File: src/design/spmv_pkg.sv
// Widths, types, register map and kernel count shared by the SpMV calc block.
// Compile this package first; every design file imports it.
package spmv_pkg;

    localparam int NUM_KERNEL = 4;
    localparam int KERNEL_W   = 2;              // bits to index a kernel
    localparam int XI_DEPTH   = 256;            // entries per Xi bank
    localparam int XI_IDX_W   = 8;

    typedef logic [47:0]         hbm_addr_t;
    typedef logic [63:0]         val_word_t;   // {col, value}
    typedef logic [31:0]         reg_word_t;
    typedef logic [31:0]         axil_addr_t;
    typedef logic [1:0]          axi_resp_t;
    typedef logic [KERNEL_W-1:0] kernel_idx_t;
    typedef logic [XI_IDX_W-1:0] xi_idx_t;

    // Val regions in HBM, one region per kernel
    localparam hbm_addr_t VAL_BASE_ADDR = 48'h0000_0600_0000;
    localparam hbm_addr_t KERNEL_REGION = 48'h0000_1000_0000;
    localparam hbm_addr_t XI_ADDR_MASK  = 48'h0000_3FFF_FFFF;  // low 30 bits

    // AXI-lite map: kernel i, word j at byte 12*i + 4*j
    localparam int REG_WORDS         = 3;
    localparam int CTRL_START_BIT    = 0;
    localparam int CTRL_SOFT_RST_BIT = 7;

    localparam axi_resp_t RESP_OKAY   = 2'b00;
    localparam axi_resp_t RESP_SLVERR = 2'b10;

    typedef struct packed {
        reg_word_t ctrl;                      // bit 0 start, bit 7 soft reset
        reg_word_t nnz;
    } kernel_cfg_t;

    typedef struct packed {
        logic      busy;
        logic      done;
        reg_word_t result;
        reg_word_t count;                     // beats consumed so far
    } kernel_status_t;

    typedef enum logic [2:0] {
        IDLE,
        FETCH,
        WAIT_BEAT,
        MAC,
        DONE
    } engine_state_t;

endpackage
File: src/design/spmv_config_regs.sv
// AXI-lite slave holding ctrl/nnz per kernel and returning per-kernel status.
// Writes to ctrl with bit 0 set give the kernel a one-cycle start pulse.
`timescale 1ns/10ps
module spmv_config_regs import spmv_pkg::*; (
    input  logic                            axis_clk,
    input  logic                            arst_n,
    input  logic                            axil_awvalid,
    input  axil_addr_t                      axil_awaddr,
    output logic                            axil_awready,
    input  logic                            axil_wvalid,
    input  reg_word_t                       axil_wdata,
    output logic                            axil_wready,
    output logic                            axil_bvalid,
    output axi_resp_t                       axil_bresp,
    input  logic                            axil_bready,
    input  logic                            axil_arvalid,
    input  axil_addr_t                      axil_araddr,
    output logic                            axil_arready,
    output logic                            axil_rvalid,
    output reg_word_t                       axil_rdata,
    output axi_resp_t                       axil_rresp,
    input  logic                            axil_rready,
    output kernel_cfg_t [NUM_KERNEL-1:0]    cfg,
    input  kernel_status_t [NUM_KERNEL-1:0] status
);
    typedef struct packed {
        logic        hit;
        kernel_idx_t kern;
        logic [1:0]  word;
    } reg_sel_t;

    reg_sel_t  wr_sel;
    reg_sel_t  rd_sel;
    reg_word_t rd_word;
    logic      wr_fire;
    logic      rd_fire;

    // byte address to kernel and word, miss when beyond the map
    function automatic reg_sel_t decode(axil_addr_t addr);
        reg_sel_t sel;
        sel = '0;
        for (int k = 0; k < NUM_KERNEL; k++) begin
            for (int j = 0; j < REG_WORDS; j++) begin
                if (addr[31:2] == 30'(k * REG_WORDS + j)) begin
                    sel.hit  = 1'b1;
                    sel.kern = kernel_idx_t'(k);
                    sel.word = 2'(j);
                end
            end
        end
        return sel;
    endfunction

    assign wr_sel  = decode(axil_awaddr);
    assign rd_sel  = decode(axil_araddr);
    assign wr_fire = axil_awready && axil_awvalid && axil_wvalid;
    assign rd_fire = axil_arready && axil_arvalid;

    always_ff @(posedge axis_clk or negedge arst_n) begin
        if (!arst_n) begin
            axil_awready <= 1'b0;
            axil_wready  <= 1'b0;
            axil_bvalid  <= 1'b0;
            axil_bresp   <= RESP_OKAY;
            cfg          <= '0;
        end else begin
            axil_awready <= axil_awvalid && axil_wvalid && !axil_bvalid && !axil_awready;
            axil_wready  <= axil_awvalid && axil_wvalid && !axil_bvalid && !axil_awready;
            for (int k = 0; k < NUM_KERNEL; k++) begin
                cfg[k].ctrl[CTRL_START_BIT] <= 1'b0;   // start lasts one cycle
            end
            if (wr_fire) begin
                axil_bvalid <= 1'b1;
                axil_bresp  <= wr_sel.hit ? RESP_OKAY : RESP_SLVERR;
                if (wr_sel.hit) begin
                    case (wr_sel.word)
                        2'd0:    cfg[wr_sel.kern].ctrl <= axil_wdata;
                        2'd1:    cfg[wr_sel.kern].nnz  <= axil_wdata;
                        default: ;                     // word 2 has nothing to store
                    endcase
                end
            end else if (axil_bready) begin
                axil_bvalid <= 1'b0;
            end
        end
    end

    always_comb begin
        case (rd_sel.word)
            2'd0:    rd_word = {30'd0, status[rd_sel.kern].done, status[rd_sel.kern].busy};
            2'd1:    rd_word = status[rd_sel.kern].result;
            default: rd_word = status[rd_sel.kern].count;
        endcase
        if (!rd_sel.hit) begin
            rd_word = '0;
        end
    end

    always_ff @(posedge axis_clk or negedge arst_n) begin
        if (!arst_n) begin
            axil_arready <= 1'b0;
            axil_rvalid  <= 1'b0;
            axil_rresp   <= RESP_OKAY;
        end else begin
            axil_arready <= axil_arvalid && !axil_rvalid && !axil_arready;
            if (rd_fire) begin
                axil_rvalid <= 1'b1;
                axil_rresp  <= rd_sel.hit ? RESP_OKAY : RESP_SLVERR;
            end else if (axil_rready) begin
                axil_rvalid <= 1'b0;
            end
        end
    end

    always_ff @(posedge axis_clk) begin
        if (rd_fire) begin
            axil_rdata <= rd_word;                     // held while rvalid waits
        end
    end

    a_bvalid_hold: assert property (@(posedge axis_clk) disable iff (!arst_n)
        axil_bvalid && !axil_bready |=> axil_bvalid);

endmodule

File: config.mk
export PLATFORM = sky130hd
export DESIGN_NAME = spmv_config_regs
export DESIGN_NICKNAME = d
export VERILOG_FILES = /design/src/design/spmv_pkg.sv /design/src/design/spmv_config_regs.sv
export SDC_FILE = /design/constraint.sdc
export NUM_CORES = 1
export LEC_CHECK = 0
export ABC_CLOCK_PERIOD_IN_PS = 2750
export BUFFER_PORTS_ARGS = -buffer_cell sky130_fd_sc_hd__buf_2
export CAP_MARGIN = 20
export CELL_PAD_IN_SITES_DETAIL_PLACEMENT = 2
export CELL_PAD_IN_SITES_GLOBAL_PLACEMENT = 2
export CORE_AREA = 2 2 260 262
export CTS_CLUSTER_SIZE = 10
export DETAILED_ROUTE_END_ITERATION = 16
export DIE_AREA = 0 0 262 264
export PLACE_DENSITY_LB_ADDON = 0.1
export SLEW_MARGIN = 20
export SYNTH_ARGS = -nofsm -noshare
export SYNTH_HDL_FRONTEND = slang
export SYNTH_SLANG_ARGS = --single-unit
export TNS_END_PERCENT = 100
File: constraint.sdc
create_clock -name axis_clk -period 2.75 [get_ports axis_clk]
set_clock_uncertainty 0.15 [all_clocks]
set_input_delay 0.275 -clock axis_clk [delete_from_list [all_inputs] [get_ports axis_clk]]
set_output_delay 0.275 -clock axis_clk [all_outputs]
set_load 0.01 [all_outputs]
==> out/results.tsv <==
metric	value	unit
worstHoldEndpoint	axil_bresp[1]	
required	2890	ps
maxSlewViolCount	0	
powerDensity	489	nW/um2
whs_path_depth	3	
syn_area_per_cell	14.1	um2
hold_buffers	146	
path_common_cell	buf_4	
multi_input_area	5060	um2
dp_hpwl	49.9	mm
worstHoldStart	axil_awaddr[5]	
peakVddDrop	0.344	mV
row_count	95	
design.core.area	66600	um2
die_area	69200	um2
worstSetupStartpointType	primary input	
drc	0	
numPortBuffers	657	
worst-setup-path-type	in -> reg	
fillers	7249	
groute.usage.overall	0.189	
post-cts-setup-buffers	0	
synth_top_area_frac	0.508	
period_share	0.928	
synth_most_common_cell	dfrtp_1	
synth_cell_types	47	
ioPinCount	664	
max_clock_freq	392	MHz
worstReg2RegEnd	cfg[226]	
path_clk_slew	50	ps
syn_inst	912	
max_stage_delay	680	ps
r2r_cells	7	
htreeDepth	2	
worst_pin_slew	772	ps
clockBufferDepth	3	
synthTopCellsByCount	dfrtp_1, mux2_2, o221ai_1, nand3_1	
grt_pass1_vias	13800	
numCtsBuffers	39	
cp-end-kind	flop	
ys_warn_count	0	
area_delta_synth_final	59.9	%
rsz0062_at_grt	false	
min_period	2550	ps
crit_chain	buf_2 > nor4_1 > buf_4 > nand2_1 > or4_4 > buf_4 > buf_12 > o221ai_1 > a21o_1 > nand3_1	
routed_wirelength	66.3	mm
ant_nets	0	
synth_area_leaders	dfrtp_1, mux2_2, o221ai_1, edfxtp_1, a21o_1	
leakagePower	10.8	nW
hold_class	in -> reg	
seq_area	7520	um2
outcome	complete, no violations	
cts_root_buf	clkbuf_16	
cts_tree	yes	
fin_nets	2133	
clkPwrFrac	0.485	
yosysTopAreaCell	dfrtp_1	
r2r_start	axil_wready	
setup_viol	0	
wl_per_cell	24.8	um
switchingPower	2.41	mW
synth_ff_type	dfrtp_1	
numClockSinks	294	
firstDrtPassIters	4	
fin_ws	198	ps
grt_pass1_wl	95.7	mm
crit_fanout	13	
cts_resized	0	
tns	0	ps
drt_iter0_drc	298	
synth_edf_count	32	
pwr-share-comb	0.076	
switching_share	0.239	
place_ws	-366	ps
initial_core_util	0.194	
crit_arrival	2690	ps
die_h	264	um
vias_per_cell	4.47	
vias	11900	
gp_congestion	0.887	
synth_seq_area_share	0.583	
power_frac_seq	0.439	
grt_start_max_net_pins	76	
drive_above_1_share	0.596	
clk_latency	560	ps
globalRouteOverflowTotal	0	
internal-power	7.69	mW
syn_area	12900	um2
maxSlewHeadroom	0.480	
cap_violations	0	
r2r_setup_slack	360	ps
finalHoldViolCount	0	
synth_seq_cells	294	
die_x	262	um
synthArstFlopShare	0.891	
antenna_found_initial	12	
critPathSlowestCell	nor4_1	
-- sequential cells by signal, summed over array words and instances (netlist names) --
name / count
cfg: 256
axil_bresp: 1
axil_wready: 1
axil_rdata: 32
axil_bvalid: 1
axil_rvalid: 1
axil_rresp: 1
axil_arready: 1
-- metal layers --
metal | routed length, um | vias up | global-route usage
li1 | - | 5288 | -
met1 | 25400 | 6083 | 0.208
met2 | 34500 | 463 | 0.349
met3 | 4700 | 96 | 0.0546
met4 | 1750 | 2 | 0.0512
met5 | 13 | - | 0
-- cells by family (layout without fill, tap and decap cells) --
| kind of cell | Yosys count | after routing | share of synthesized area |
|---|---|---|---|
| xor gates and xnor gates | 2 | 2 | 0.00136 |
| and+or+nand+nor | 96 | 96 | 0.0452 |
| DFF | 294 | 294 | 0.583 |
| buffers and inverters | 79 | 955 | 0.0296 |
| muxes | 253 | 253 | 0.221 |
| AOI/OAI and AO/OA | 187 | 187 | 0.120 |
| other | 1 | 10 | 0.000291 |
-- worst max-delay path by stage --
| stage | startpoint | to | slack [ps] | cells past startpoint |
|---|---|---|---|---|
| global route | axil_araddr[30] | axil_rdata[8] | 90 | 10 |
| detailed placement | axil_araddr[30] | axil_rdata[13] | -370 | 10 |
| global placement | axil_araddr[30] | axil_rdata[11] | -300 | 10 |
| CTS | axil_araddr[30] | axil_rdata[0] | 250 | 9 |
| floorplan | axil_araddr[11] | axil_rdata[0] | 320 | 6 |
| finish | axil_araddr[30] | axil_rdata[13] | 200 | 10 |
-- critical path: cells and delay by family --
| kind | cells | cell delay [ps] |
|---|---|---|
| AND/OR/NAND/NOR | 4 | 1350 |
| buffers and inverters | 4 | 700 |
| AO/OA/AOI/OAI | 2 | 370 |
-- through the flow --
stage / cells / util / power (mW) / cell area, um2 / hold slack [ps]
floorplan: 913 / - / 4.60 / 12900 / -171
global placement: 2452 / 0.269 / 5.11 / 17900 / 72.2
detailed placement: 2452 / 0.269 / 5.12 / 17900 / 70.3
CTS: 2662 / 0.310 / 10.3 / 20600 / 2.58
global route: 2667 / 0.310 / 10.5 / 20600 / 18.9
finish: 2670 / 0.310 / 10.1 / 20600 / 41.7
-- area by class of cell --
class | instances | area share
well taps | 873 | 0.0530
diodes | 8 | 0.000970
multi-input cells | 540 | 0.245
clock buffers | 56 | 0.0533
inverters | 2 | 0.000364
clock inverters | 8 | 0.00534
flip-flops and latches | 294 | 0.364
repair buffers | 889 | 0.277
-- power groups by stage --
stage / combinational [mW] / sequential [mW] / clock (mW)
after floorplan: 0.0795 / 4.52 / 0
after global placement: 0.599 / 4.51 / 0
after detailed placement: 0.604 / 4.51 / 0
after CTS: 0.777 / 4.43 / 5.12
after global routing: 0.842 / 4.43 / 5.26
final: 0.767 / 4.43 / 4.90
-- cell usage in the layout (no fill, tap or decap), drive strengths merged, types with 2 or more instances in the layout --
master	netlist	final
a211oi	4	4
o21ai	7	7
nand3b	4	4
and2	3	3
a21oi	5	5
inv	2	5
dfrtp	262	262
nand4	3	3
conb	1	2
a21o	31	31
or4	2	2
mux2	253	253
and3	5	5
nor3	4	4
nor4	13	13
diode	0	8
nor3b	3	3
o221ai	130	130
o31a	2	2
o22ai	2	2
clkinv	0	4
nor2	10	10
dlygate4sd3	0	146
nand3	37	37
clkbuf	30	56
and4	2	2
buf	47	743
edfxtp	32	32
nand2b	2	2
nor2b	3	3
nand2	4	4
Note: power is estimated with default switching activity, not from simulation.
