<file path="src/design/spmv_pkg.sv">
// Widths, types, register map and kernel count shared by the SpMV calc block.
// Compile this package first; every design file imports it.
package spmv_pkg;

    localparam int NUM_KERNEL = 4;
    localparam int KERNEL_W   = 2;              // bits to index a kernel
    localparam int XI_DEPTH   = 256;            // entries per Xi bank
    localparam int XI_IDX_W   = 8;

    typedef logic [47:0]         hbm_addr_t;
    typedef logic [63:0]         val_word_t;   // {col, value}
    typedef logic [31:0]         reg_word_t;
    typedef logic [31:0]         axil_addr_t;
    typedef logic [1:0]          axi_resp_t;
    typedef logic [KERNEL_W-1:0] kernel_idx_t;
    typedef logic [XI_IDX_W-1:0] xi_idx_t;

    // Val regions in HBM, one region per kernel
    localparam hbm_addr_t VAL_BASE_ADDR = 48'h0000_0600_0000;
    localparam hbm_addr_t KERNEL_REGION = 48'h0000_1000_0000;
    localparam hbm_addr_t XI_ADDR_MASK  = 48'h0000_3FFF_FFFF;  // low 30 bits

    // AXI-lite map: kernel i, word j at byte 12*i + 4*j
    localparam int REG_WORDS         = 3;
    localparam int CTRL_START_BIT    = 0;
    localparam int CTRL_SOFT_RST_BIT = 7;

    localparam axi_resp_t RESP_OKAY   = 2'b00;
    localparam axi_resp_t RESP_SLVERR = 2'b10;

    typedef struct packed {
        reg_word_t ctrl;                      // bit 0 start, bit 7 soft reset
        reg_word_t nnz;
    } kernel_cfg_t;

    typedef struct packed {
        logic      busy;
        logic      done;
        reg_word_t result;
        reg_word_t count;                     // beats consumed so far
    } kernel_status_t;

    typedef enum logic [2:0] {
        IDLE,
        FETCH,
        WAIT_BEAT,
        MAC,
        DONE
    } engine_state_t;

endpackage
</file>
<file path="src/design/spmv_row_engine.sv">
// Row engine of one kernel: reads nnz Val words and accumulates value * Xi[col].
// Control bit 7 holds the engine cleared; a start with nnz 0 finishes at once.
`timescale 1ns/10ps
module spmv_row_engine import spmv_pkg::*; #(
    parameter int KERNEL_ID = 0
) (
    input  logic           axis_clk,
    input  logic           arst_n,
    input  kernel_cfg_t    cfg,
    output kernel_status_t status,
    output logic           req_valid,
    output hbm_addr_t      req_addr,
    input  logic           req_ready,
    input  logic           rsp_valid,
    input  val_word_t      rsp_data,
    output xi_idx_t        xi_idx,
    input  reg_word_t      xi_data
);
    engine_state_t state_q;
    reg_word_t     nnz_q;
    reg_word_t     val_q;
    reg_word_t     result_q;
    reg_word_t     count_q;        // also the index of the next Val word
    logic          start;
    logic          soft_rst;

    assign start    = cfg.ctrl[CTRL_START_BIT];
    assign soft_rst = cfg.ctrl[CTRL_SOFT_RST_BIT];

    assign req_valid = (state_q == FETCH);
    assign req_addr  = VAL_BASE_ADDR + hbm_addr_t'(KERNEL_ID) * KERNEL_REGION
                     + (hbm_addr_t'(count_q) << 3);

    // column index sits in the upper half of the beat, bank answers next cycle
    assign xi_idx = rsp_data[32 +: XI_IDX_W];

    always_ff @(posedge axis_clk or negedge arst_n) begin
        if (!arst_n) begin
            state_q  <= IDLE;
            nnz_q    <= '0;
            result_q <= '0;
            count_q  <= '0;
        end else if (soft_rst) begin
            state_q  <= IDLE;
            result_q <= '0;
            count_q  <= '0;
        end else begin
            case (state_q)
                IDLE, DONE: begin
                    if (start) begin
                        nnz_q    <= cfg.nnz;
                        result_q <= '0;
                        count_q  <= '0;
                        state_q  <= (cfg.nnz == '0) ? DONE : FETCH;
                    end
                end
                FETCH: begin
                    if (req_ready) begin
                        state_q <= WAIT_BEAT;
                    end
                end
                WAIT_BEAT: begin
                    if (rsp_valid) begin
                        state_q <= MAC;
                    end
                end
                MAC: begin
                    result_q <= result_q + val_q * xi_data;   // wraps mod 2^32
                    count_q  <= count_q + 32'd1;
                    state_q  <= (count_q + 32'd1 == nnz_q) ? DONE : FETCH;
                end
                default: state_q <= IDLE;
            endcase
        end
    end

    always_ff @(posedge axis_clk) begin
        if (state_q == WAIT_BEAT && rsp_valid) begin
            val_q <= rsp_data[31:0];
        end
    end

    always_comb begin
        status.busy   = (state_q == FETCH) || (state_q == WAIT_BEAT) || (state_q == MAC);
        status.done   = (state_q == DONE);
        status.result = result_q;
        status.count  = count_q;
    end

    a_no_req_idle: assert property (@(posedge axis_clk) disable iff (!arst_n)
        (state_q == IDLE || state_q == DONE) |-> !req_valid);

endmodule

</file>
<file path="config.mk">
export PLATFORM = sky130hd
export DESIGN_NAME = spmv_row_engine
export DESIGN_NICKNAME = d
export VERILOG_FILES = /design/src/design/spmv_pkg.sv /design/src/design/spmv_row_engine.sv
export SDC_FILE = /design/constraint.sdc
export NUM_CORES = 1
export LEC_CHECK = 0
export ABC_CLOCK_PERIOD_IN_PS = 21200
export BUFFER_PORTS_ARGS = -buffer_cell sky130_fd_sc_hd__buf_4
export CAP_MARGIN = 10
export CORE_AREA = 2 2 191 193
export CTS_BUF_LIST = sky130_fd_sc_hd__clkbuf_16
export CTS_CLUSTER_DIAMETER = 30
export CTS_CLUSTER_SIZE = 40
export DETAILED_ROUTE_END_ITERATION = 16
export DIE_AREA = 0 0 193 195
export GPL_ROUTABILITY_DRIVEN = 0
export HOLD_SLACK_MARGIN = 0.05
export MAX_ROUTING_LAYER = met4
export PLACE_DENSITY_LB_ADDON = 0.2
export SYNTH_ARGS = -nofsm -noshare
export SYNTH_HDL_FRONTEND = slang
export SYNTH_SLANG_ARGS = --single-unit
</file>
<file path="constraint.sdc">
create_clock -name axis_clk -period 21.2 [get_ports axis_clk]
set_input_delay 4.24 -clock axis_clk [delete_from_list [all_inputs] [get_ports axis_clk]]
set_output_delay 4.24 -clock axis_clk [all_outputs]
set_load 0.005 [all_outputs]
</file>
==> out/qor.csv, run 1 <==
metric,value,unit
tightestPinTransition,1.12,ns
crit_start,xi_data[0],
status,completed,
synth_most_common_cell,inv_1,
route.detailed.drc,0,
synth_edf_count,32,
regArea,0.00344,mm^2
pre_cts_ws,9.39,ns
path_clk_slew,0.06,ns
cp.required,21.50,ns
grt_usage,34.9,%
via_per_inst,5.69,
rows,69,
grt_pass1_vias,18939,
die_area,0.0376,mm^2
cts_resized,0,
hold_viol_final,0,
syn_area_per_cell,9.35,um^2
maxSlewHeadroom,25.3,%
fin_ws,9.67,ns
crit_arrival,11.83,ns
clk_latency,0.46,ns
path_class,in -> reg,
endpoint,result_q[31]$_DFFE_PN0P_,
grt_pass1_wl,97.6,mm
io_buffer_count,201,
wl,59.8,mm
rsz0062_at_grt,false,
hold_class,reg -> reg,
synthFlopType,dfrtp_1,
fin_nets,3296,
start_util,65.6,%
die_y,195,um
final.setup.tns,0,ns
cts_max_path_buffers,2,
antenna_found_initial,2,
synth_cell_types,59,
core_area,0.0354,mm^2
grt_overflow,0,
drv_cap,0,
r2r-end,result_q[31]$_DFFE_PN0P_,
finalInstanceArea,0.0253,mm^2
dr.pass1.iters,5,
drv_slew,0,
cp-start-kind,input pin,
netlist.area_leader.share,37.8,%
fillers,2656,
dpl-instance-area,0.0247,mm^2
wl_per_cell,19.7,um
cts_hold_buf,0,
ios,287,
areaGrowthSynthToFinish,8.86,%
synthTopCellsByArea,"fa_1 38%, dfrtp_1 11%, and2_1 8.7%, inv_1 8.0%, ha_1 6.8%",
ant_nets,0,
cts_tree,yes,
setup.worst_path.end_class,flop,
min_period,11.53,ns
worstRegToRegCells,27,
dp_hpwl,45.3,mm
r2r_setup_slack,12.76,ns
setup_viol,0,
cts_sinks,131,
vias,17310,
syn-cell-area,0.0232,mm^2
multi_input_area,0.0172,mm^2
synth_top_cells_by_count,"496 x inv_1, 438 x fa_1, 324 x and2_1, 282 x nand2_1, 127 x ha_1",
min_period_over_period,54.4,%
drt_iter0_drc,1025,
yosys_warnings,0,
seq_area_frac_synth,14.8,%
reg2reg_from,val_q[9]$_DFFE_PP_,
yosys_register_bits,131,
grt_max_degree,72,
async_reset_ff_share,75.6,%
path_max_fanout,32,
layout-drive-gt1-share,11.7,%
cts_buffers,17,
cts_setup_buffers,0,
htreeDepth,4,
final.setup_skew,0.0185,ns
synth_cells,2483,
fmax,0.0867,GHz
antennaDiodeCount,0,
yosysTopAreaCell,fa_1,
die_w,193,um
cts_root_buf,clkbuf_16,
==> state kept, by name, summed over array words and instances (netlist names) <==
| register | cells |
|---|---|
| count_q | 32 |
| nnz_q | 32 |
| result_q | 32 |
| val_q | 32 |
| state_q | 3 |
==> per-layer routing <==
metal / vias to the layer above / part of all wire [%] / GRT usage [%]
li1: 7558 / - / -
met1: 8783 / 37 / 42.5
met2: 783 / 49 / 56.5
met3: 186 / 8.6 / 7.05
met4: 0 / 4.8 / 15.4
met5: - / 0 / -
==> area by class of cell <==
cell class	count	area share, %
multi-input cells	1704	68.1
flip-flops and latches	131	13.6
inverters	496	7.36
repair buffers	217	6.44
well taps	461	2.28
clock buffers	17	1.68
clock inverters	15	0.564
==> layout by cell type (no fill, tap or decap), types with 3 or more instances in the layout <==
cell | netlist | final
inv_1 | 496 | 496
fa_1 | 438 | 438
and2_1 | 324 | 324
nand2_1 | 282 | 282
buf_4 | 46 | 217
ha_1 | 127 | 127
xnor2_1 | 99 | 99
dfrtp_1 | 99 | 99
o21ai_0 | 81 | 81
xor2_1 | 48 | 48
nor2_1 | 44 | 44
a21oi_1 | 34 | 34
mux2_2 | 34 | 34
edfxtp_1 | 32 | 32
nand3_1 | 17 | 17
a21o_1 | 17 | 17
clkbuf_16 | 0 | 17
conb_1 | 1 | 15
nor3_1 | 15 | 14
nor4_1 | 14 | 14
nand4_1 | 13 | 13
o31ai_1 | 13 | 13
a31oi_1 | 11 | 11
nand2b_1 | 7 | 7
and3_1 | 6 | 6
a22o_1 | 6 | 6
o211ai_1 | 5 | 5
a211oi_1 | 5 | 5
or3_1 | 5 | 4
nor3b_1 | 4 | 4
inv_6 | 0 | 4
inv_8 | 0 | 4
nand3_2 | 3 | 3
nor2b_1 | 3 | 3
nor4_2 | 3 | 3
o21a_1 | 3 | 3
o21bai_1 | 3 | 3
clkinv_4 | 0 | 3
==> metrics by stage <==
stage	util, %	std cells	hold WS (ns)
2_1_floorplan	-	2497	0.487
3_3_place_gp	69.8	3009	0.495
3_5_place_dp	69.8	3009	0.511
4_1_cts	71.4	3041	0.528
5_1_grt	71.4	3041	0.547
6_report	71.4	3041	0.527
==> worst min path at each step <==
| stage | start | depth (start not counted) | end | slack (ns) |
|---|---|---|---|---|
| global route | nnz_q[2]$_DFFE_PN0P_ | 1 | nnz_q[2]$_DFFE_PN0P_ | 0.55 |
| finish | nnz_q[2]$_DFFE_PN0P_ | 1 | nnz_q[2]$_DFFE_PN0P_ | 0.53 |
| detailed placement | result_q[26]$_DFFE_PN0P_ | 2 | result_q[26]$_DFFE_PN0P_ | 0.51 |
| global placement | result_q[27]$_DFFE_PN0P_ | 2 | result_q[27]$_DFFE_PN0P_ | 0.50 |
| floorplan | state_q[2]$_DFFE_PN0P_ | 1 | state_q[1]$_DFFE_PN0P_ | 0.49 |
| CTS | result_q[26]$_DFFE_PN0P_ | 2 | result_q[26]$_DFFE_PN0P_ | 0.53 |
==> worst max-delay path, cell delays in order <==
cell and delay, ns:
buf_4 0.34, and2_1 0.21, fa_1 0.46, fa_1 0.53, fa_1 0.50, inv_1 0.05, fa_1 0.53, inv_1 0.06
fa_1 0.51, inv_1 0.06, fa_1 0.54, inv_1 0.05, fa_1 0.48, inv_1 0.05, fa_1 0.50, inv_1 0.05
ha_1 0.41, and3_1 0.23, nand4_1 0.21, or4_1 0.44, o21ai_0 0.09, o31a_1 0.24, a21o_1 0.15, a21oi_1 0.09
o21ai_0 0.48, xnor2_1 0.22, o21ai_0 0.11
==> cells by family after synthesis <==
group	count (synthesis)	synth area share, %
compound gates	188	4.85
buf+inv	662	11.5
other cells	1	0.0161
xor+xnor	147	5.54
flops	131	14.8
simple gates	754	17.0
mux	35	1.69
fa+ha+maj	565	44.6
Power of run 1 is not shown: default switching activity piles up to over one toggle a cycle in this logic, so the estimate is an artifact.
==> inputs of run 2 (changes only) <==
- ABC_AREA: not set -> 1
- ABC_CLOCK_PERIOD_IN_PS: 21200 -> 9250
- CORE_AREA: 2 2 191 193 -> 2 2 212 214
- DIE_AREA: 0 0 193 195 -> 0 0 214 216
- clock period: 21.2 -> 9.25 ns (I/O delays scaled with it)
==> run 2 against run 1 <==
Compared with the run above:
- final area up 5.4%
- critical endpoint is now result_q[26]$_DFFE_PN0P_
- routed wire length up 9.0%
- setup slack got worse by 8.7 ns
- critical path depth did not move
- area after synthesis rose by 5.0%
- sequential share of layout area down 0.70 points
==> out/qor.csv, run 2 <==
metric,value,unit,change
die_area,0.0462,mm^2,+23%
synth_edf_count,32,,unchanged
synth_cell_types,45,,-24%
antennaDiodeCount,0,,unchanged
vias,20261,,+17%
cts_tree,yes,,
io_buffer_count,201,,unchanged
rsz0062_at_grt,false,,
rows,77,,+12%
yosysTopAreaCell,fa_1,,
r2r_setup_slack,1.61,ns,-11.15 ns
cp_slowest_cell,fa_1,,
drt_iter0_drc,1718,,+68%
via_per_inst,5.19,,-8.8%
layout_commonest_cell,inv_1,,
status,completed,,
drv_slew,0,,unchanged
grt_overflow,0,,unchanged
cts_max_path_buffers,2,,unchanged
syn-cell-area,0.0244,mm^2,+5.0%
seq_area_frac_synth,14.1,%,-0.70 points
grt_max_degree,79,,+9.7%
cts_root_buf,clkbuf_16,,
cp.required,9.54,ns,-11.96 ns
cts_buffers,17,,unchanged
async_reset_ff_share,75.6,%,unchanged
synth_top_cells_by_count,"948 x inv_1, 906 x nand2_1, 438 x fa_1, 127 x ha_1, 99 x dfrtp_1",,
synth_cells,3209,,+29%
synthFlopType,dfrtp_1,,
yosys_register_bits,131,,unchanged
ios,287,,unchanged
dp_hpwl,52.5,mm,+16%
cts_hold_buf,0,,unchanged
synthTopCellsByArea,"fa_1 36%, inv_1 15%, nand2_1 14%, dfrtp_1 10%, ha_1 6.5%",,
setup.worst_path.end_class,flop,,
min_period,8.32,ns,
dr.pass1.iters,5,,unchanged
setup_viol,0,,unchanged
die_y,216,um,+11%
path_clk_slew,0.07,ns,about the same
layout-drive-gt1-share,8.51,%,-3.2 points
areaGrowthSynthToFinish,9.33,%,
wl,65.2,mm,+9.0%
route.detailed.drc,0,,unchanged
htreeDepth,4,,unchanged
slowest_delay,0.54,ns,about the same
final.setup.tns,0,ns,unchanged
core_area,0.0438,mm^2,+24%
min_period_over_period,90.0,%,
cts_sinks,131,,unchanged
wl_per_cell,16.7,um,-15%
cp-start-kind,input pin,,
cts_setup_buffers,0,,unchanged
synth_most_common_cell,inv_1,,
r2r-end,result_q[26]$_DFFE_PN0P_,,
min_to,nnz_q[5]$_DFFE_PN0P_,,
antenna_found_initial,0,,-2
hold_viol_final,0,,unchanged
drv_cap,0,,unchanged
yosys_warnings,0,,unchanged
crit_top_cell,fa_1,,
final.setup_skew,0.0213,ns,+0.00280 ns
grt_pass1_wl,109,mm,+12%
worstRegToRegCells,26,,-3.7%
cts_resized,0,,unchanged
min_from,nnz_q[5]$_DFFE_PN0P_,,
clk_latency,0.45,ns,about the same
critPathTopFamily,adder cells,,
die_w,214,um,+11%
maxSlewHeadroom,19.5,%,-5.8 points
path_max_fanout,26,,-19%
fin_nets,4028,,+22%
layout_common_cells,"948 x inv_1, 906 x nand2_1, 438 x fa_1",,
grt_usage,30.6,%,-4.3 points
path_buf_inv,8,,+1
grt_pass1_vias,21537,,+14%
fin_cells,3904,,+28%
placed_cells,3872,,+29%
start_util,55.6,%,-10 points
reg2reg_from,val_q[13]$_DFFE_PP_,,
crit_arrival,8.61,ns,-3.22 ns
path_class,in -> reg,,
syn_area_per_cell,7.60,um^2,-19%
netlist.area_leader.share,36.0,%,-1.8 points
tightestPinTransition,1.21,ns,+0.0871 ns
ant_nets,0,,unchanged
fmax,0.120,GHz,
hold_class,reg -> reg,,
whs_path_depth,1,,unchanged
==> run 2: routing by layer <==
metal,wire length [um],GRT usage [%]
met1,26300,39.7
met2,31300,49.8
met3,5580,4.65
met4,1990,9.86
met5,0,-
==> run 2: metrics by stage <==
step,hold slack [ns],util [%],instance area [um^2],setup WS (ns)
after CTS,0.532,60.8,26700,0.992
after global routing,0.550,60.8,26700,0.449
after floorplan,0.488,-,24400,1.08
after global placement,0.517,59.4,26100,0.652
after detailed placement,0.517,59.4,26100,0.564
final,0.530,60.8,26700,0.926
==> run 2: final cells by class <==
class,instances,area [um^2]
fillers,3986,17200
multi-input cells,1974,16600
inverters,951,3570
flip-flops and latches,131,3440
repair buffers,224,1680
well taps,592,741
clock buffers,17,425
clock inverters,15,173
==> run 2: worst max path at each step <==
stage,endpoint,cells past startpoint,slack [ns],from
3_5_place_dp,result_q[29]$_DFFE_PN0P_,24,0.56,xi_data[1]
6_report,result_q[26]$_DFFE_PN0P_,27,0.93,xi_data[6]
4_1_cts,result_q[26]$_DFFE_PN0P_,27,0.99,xi_data[6]
3_3_place_gp,result_q[26]$_DFFE_PN0P_,27,0.65,xi_data[3]
5_1_grt,result_q[26]$_DFFE_PN0P_,27,0.45,xi_data[3]
2_1_floorplan,result_q[26]$_DFFE_PN0P_,28,1.08,xi_data[3]
==> run 2: cell families (layout without fill, tap and decap cells) <==
| kind of cell | count (synthesis) | count (layout) | share of synthesized area (%) |
|---|---|---|---|
| multiplexers | 7 | 7 | 0.323 |
| AND/OR/NAND/NOR | 1135 | 1135 | 18.6 |
| flip-flops | 131 | 131 | 14.1 |
| XOR/XNOR | 53 | 53 | 2.02 |
| buffers and inverters | 1118 | 1207 | 18.0 |
| adder cells (fa/ha/maj) | 565 | 565 | 42.5 |
| other | 1 | 15 | 0.0154 |
| AO/OA/AOI/OAI | 199 | 199 | 4.52 |
Power of run 2 is left out for the same reason.
==> inputs of run 3 (changes only) <==
- CORE_AREA: 2 2 212 214 -> 2 2 222 224
- DIE_AREA: 0 0 214 216 -> 0 0 224 226
- RECOVER_POWER: not set -> 100
==> run 3 against run 2 <==
Compared with the run above:
- the run now ends with capacitance limit, slew limit left
- register-to-register slack barely moved
- critical path depth is 2 lower
- die area increased by 9.5%
- setup slack worse by 0.17 ns
- first-iteration DRC count is 10% lower
- count of clock-buffer cells in the layout unchanged
- critical endpoint is now result_q[30]$_DFFE_PN0P_
- highest routed layer unchanged
==> out/qor.csv, run 3 (same netlist as run 2, synthesis figures left out) <==
metric,value,unit,change
status,"complete, but fails checks",,
violations,"capacitance limit, slew limit",,
via_per_inst,5.08,,-2.0%
dr.pass1.iters,7,,+2
dp_hpwl,54.0,mm,+2.9%
ios,287,,unchanged
layout_commonest_cell,inv_1,,
setup_viol,0,,unchanged
areaGrowthSynthToFinish,9.18,%,
critPathTopFamily,adder cells,,
grt_usage,28.7,%,-1.9 points
drv_slew,269,,+269
io_buffer_count,201,,unchanged
die_area,0.0506,mm^2,+9.5%
cts_buffers,17,,unchanged
hold_class,reg -> reg,,
maxSlewHeadroom,-142,%,-160 points
rows,81,,+5.2%
path_buf_inv,8,,unchanged
drt_iter0_drc,1542,,-10%
crit_arrival,8.73,ns,+0.12 ns
cts_sinks,131,,unchanged
grt_pass1_wl,109,mm,about the same
hold_slack,0.520,ns,-0.0102 ns
clk_latency,0.47,ns,+0.02 ns
drv_cap,6,,+6
layout_common_cells,"948 x inv_1, 906 x nand2_1, 438 x fa_1",,
setup.worst_path.end_class,flop,,
crit_top_cell,fa_1,,
path_class,in -> reg,,
grt_pass1_vias,20933,,-2.8%
final.setup.tns,0,ns,unchanged
core_area,0.0483,mm^2,+10%
route.detailed.drc,0,,unchanged
cp-start-kind,input pin,,
die_y,226,um,+4.6%
cts_resized,0,,unchanged
min_period,8.50,ns,+0.171 ns
hold_viol_final,0,,unchanged
path_max_fanout,18,,-31%
tightestPinTransition,3.62,ns,+2.42 ns
ant_nets,0,,unchanged
cp.required,9.48,ns,-0.06 ns
antenna_found_initial,0,,unchanged
start_util,50.4,%,-5.2 points
cts_hold_buf,0,,unchanged
grt_max_degree,66,,-16%
slowest_delay,0.55,ns,about the same
htreeDepth,4,,unchanged
cts_setup_buffers,0,,unchanged
cts_root_buf,clkbuf_16,,
vias,20010,,-1.2%
cp_slowest_cell,fa_1,,
min_period_over_period,91.8,%,+1.8 points
cts_tree,yes,,
fin_nets,4030,,+0.050%
path_clk_slew,0.07,ns,about the same
layout-drive-gt1-share,7.79,%,-0.73 points
grt_overflow,0,,unchanged
antennaDiodeCount,0,,unchanged
cts_max_path_buffers,2,,unchanged
rsz0062_at_grt,false,,
fmax,0.118,GHz,-2.0%
die_w,224,um,+4.7%
wl,66.8,mm,+2.5%
final.setup_skew,0.0171,ns,-0.00423 ns
wl_per_cell,17.0,um,+1.7%
run 3: changes by cell type in the layout (fill, tap and decap cells not counted), moves of 2 or more:
cell,before,now
clkinv_4,0,3
clkbuf_4,0,118
inv_8,8,6
clkbuf_1,0,24
buf_4,224,83
run 3: tightest hold or removal path, stage by stage (launching register included):
cell and delay (ns):
dfrtp_1 0.37, nand2_1 0.06, nand2_1 0.06
run 3: metal layers:
metal / vias to the layer above / GRT usage, % / share of wire, %
met5: - / - / 0
met1: 9814 / 36.9 / 42
met3: 134 / 5.01 / 7.9
met2: 768 / 45.5 / 47
li1: 9294 / - / -
met4: 0 / 11.1 / 3.9
run 3: area by class of cell:
class / count / area (um^2)
Clock inverter: 15 / 183
Sequential cell: 131 / 3440
Inverter: 951 / 3570
Timing Repair Buffer: 226 / 1600
Multi-Input combinational cell: 1974 / 16600
Clock buffer: 17 / 425
Tap cell: 622 / 778
Fill cell: 4551 / 21700
run 3: stage by stage:
stage	instances	instance area (um^2)	util, %	setup slack [ns]
6_report	3936	26600	55.1	0.755
5_1_grt	3936	26600	55.1	0.315
4_1_cts	3936	26700	55.3	1.03
3_5_place_dp	3904	26100	54.0	0.570
3_3_place_gp	3904	26100	54.0	0.596
2_1_floorplan	3223	24400	-	1.08
run 3: final timing paths:
path / depth (start not counted) / endpoint / from / slack, ns
max: 25 / result_q[30]$_DFFE_PN0P_ / xi_data[6] / 0.75
min: 2 / result_q[28]$_DFFE_PN0P_ / result_q[28]$_DFFE_PN0P_ / 0.52
max reg2reg: 26 / result_q[26]$_DFFE_PN0P_ / val_q[8]$_DFFE_PP_ / 1.60
min reg2reg: 2 / result_q[28]$_DFFE_PN0P_ / result_q[28]$_DFFE_PN0P_ / 0.52
max in group asynchronous: 2 / result_q[20]$_DFFE_PN0P_ / arst_n / 2.87
min in group asynchronous: 1 / count_q[22]$_DFFE_PN0P_ / arst_n / 2.04
Power of run 3 is left out for the same reason.
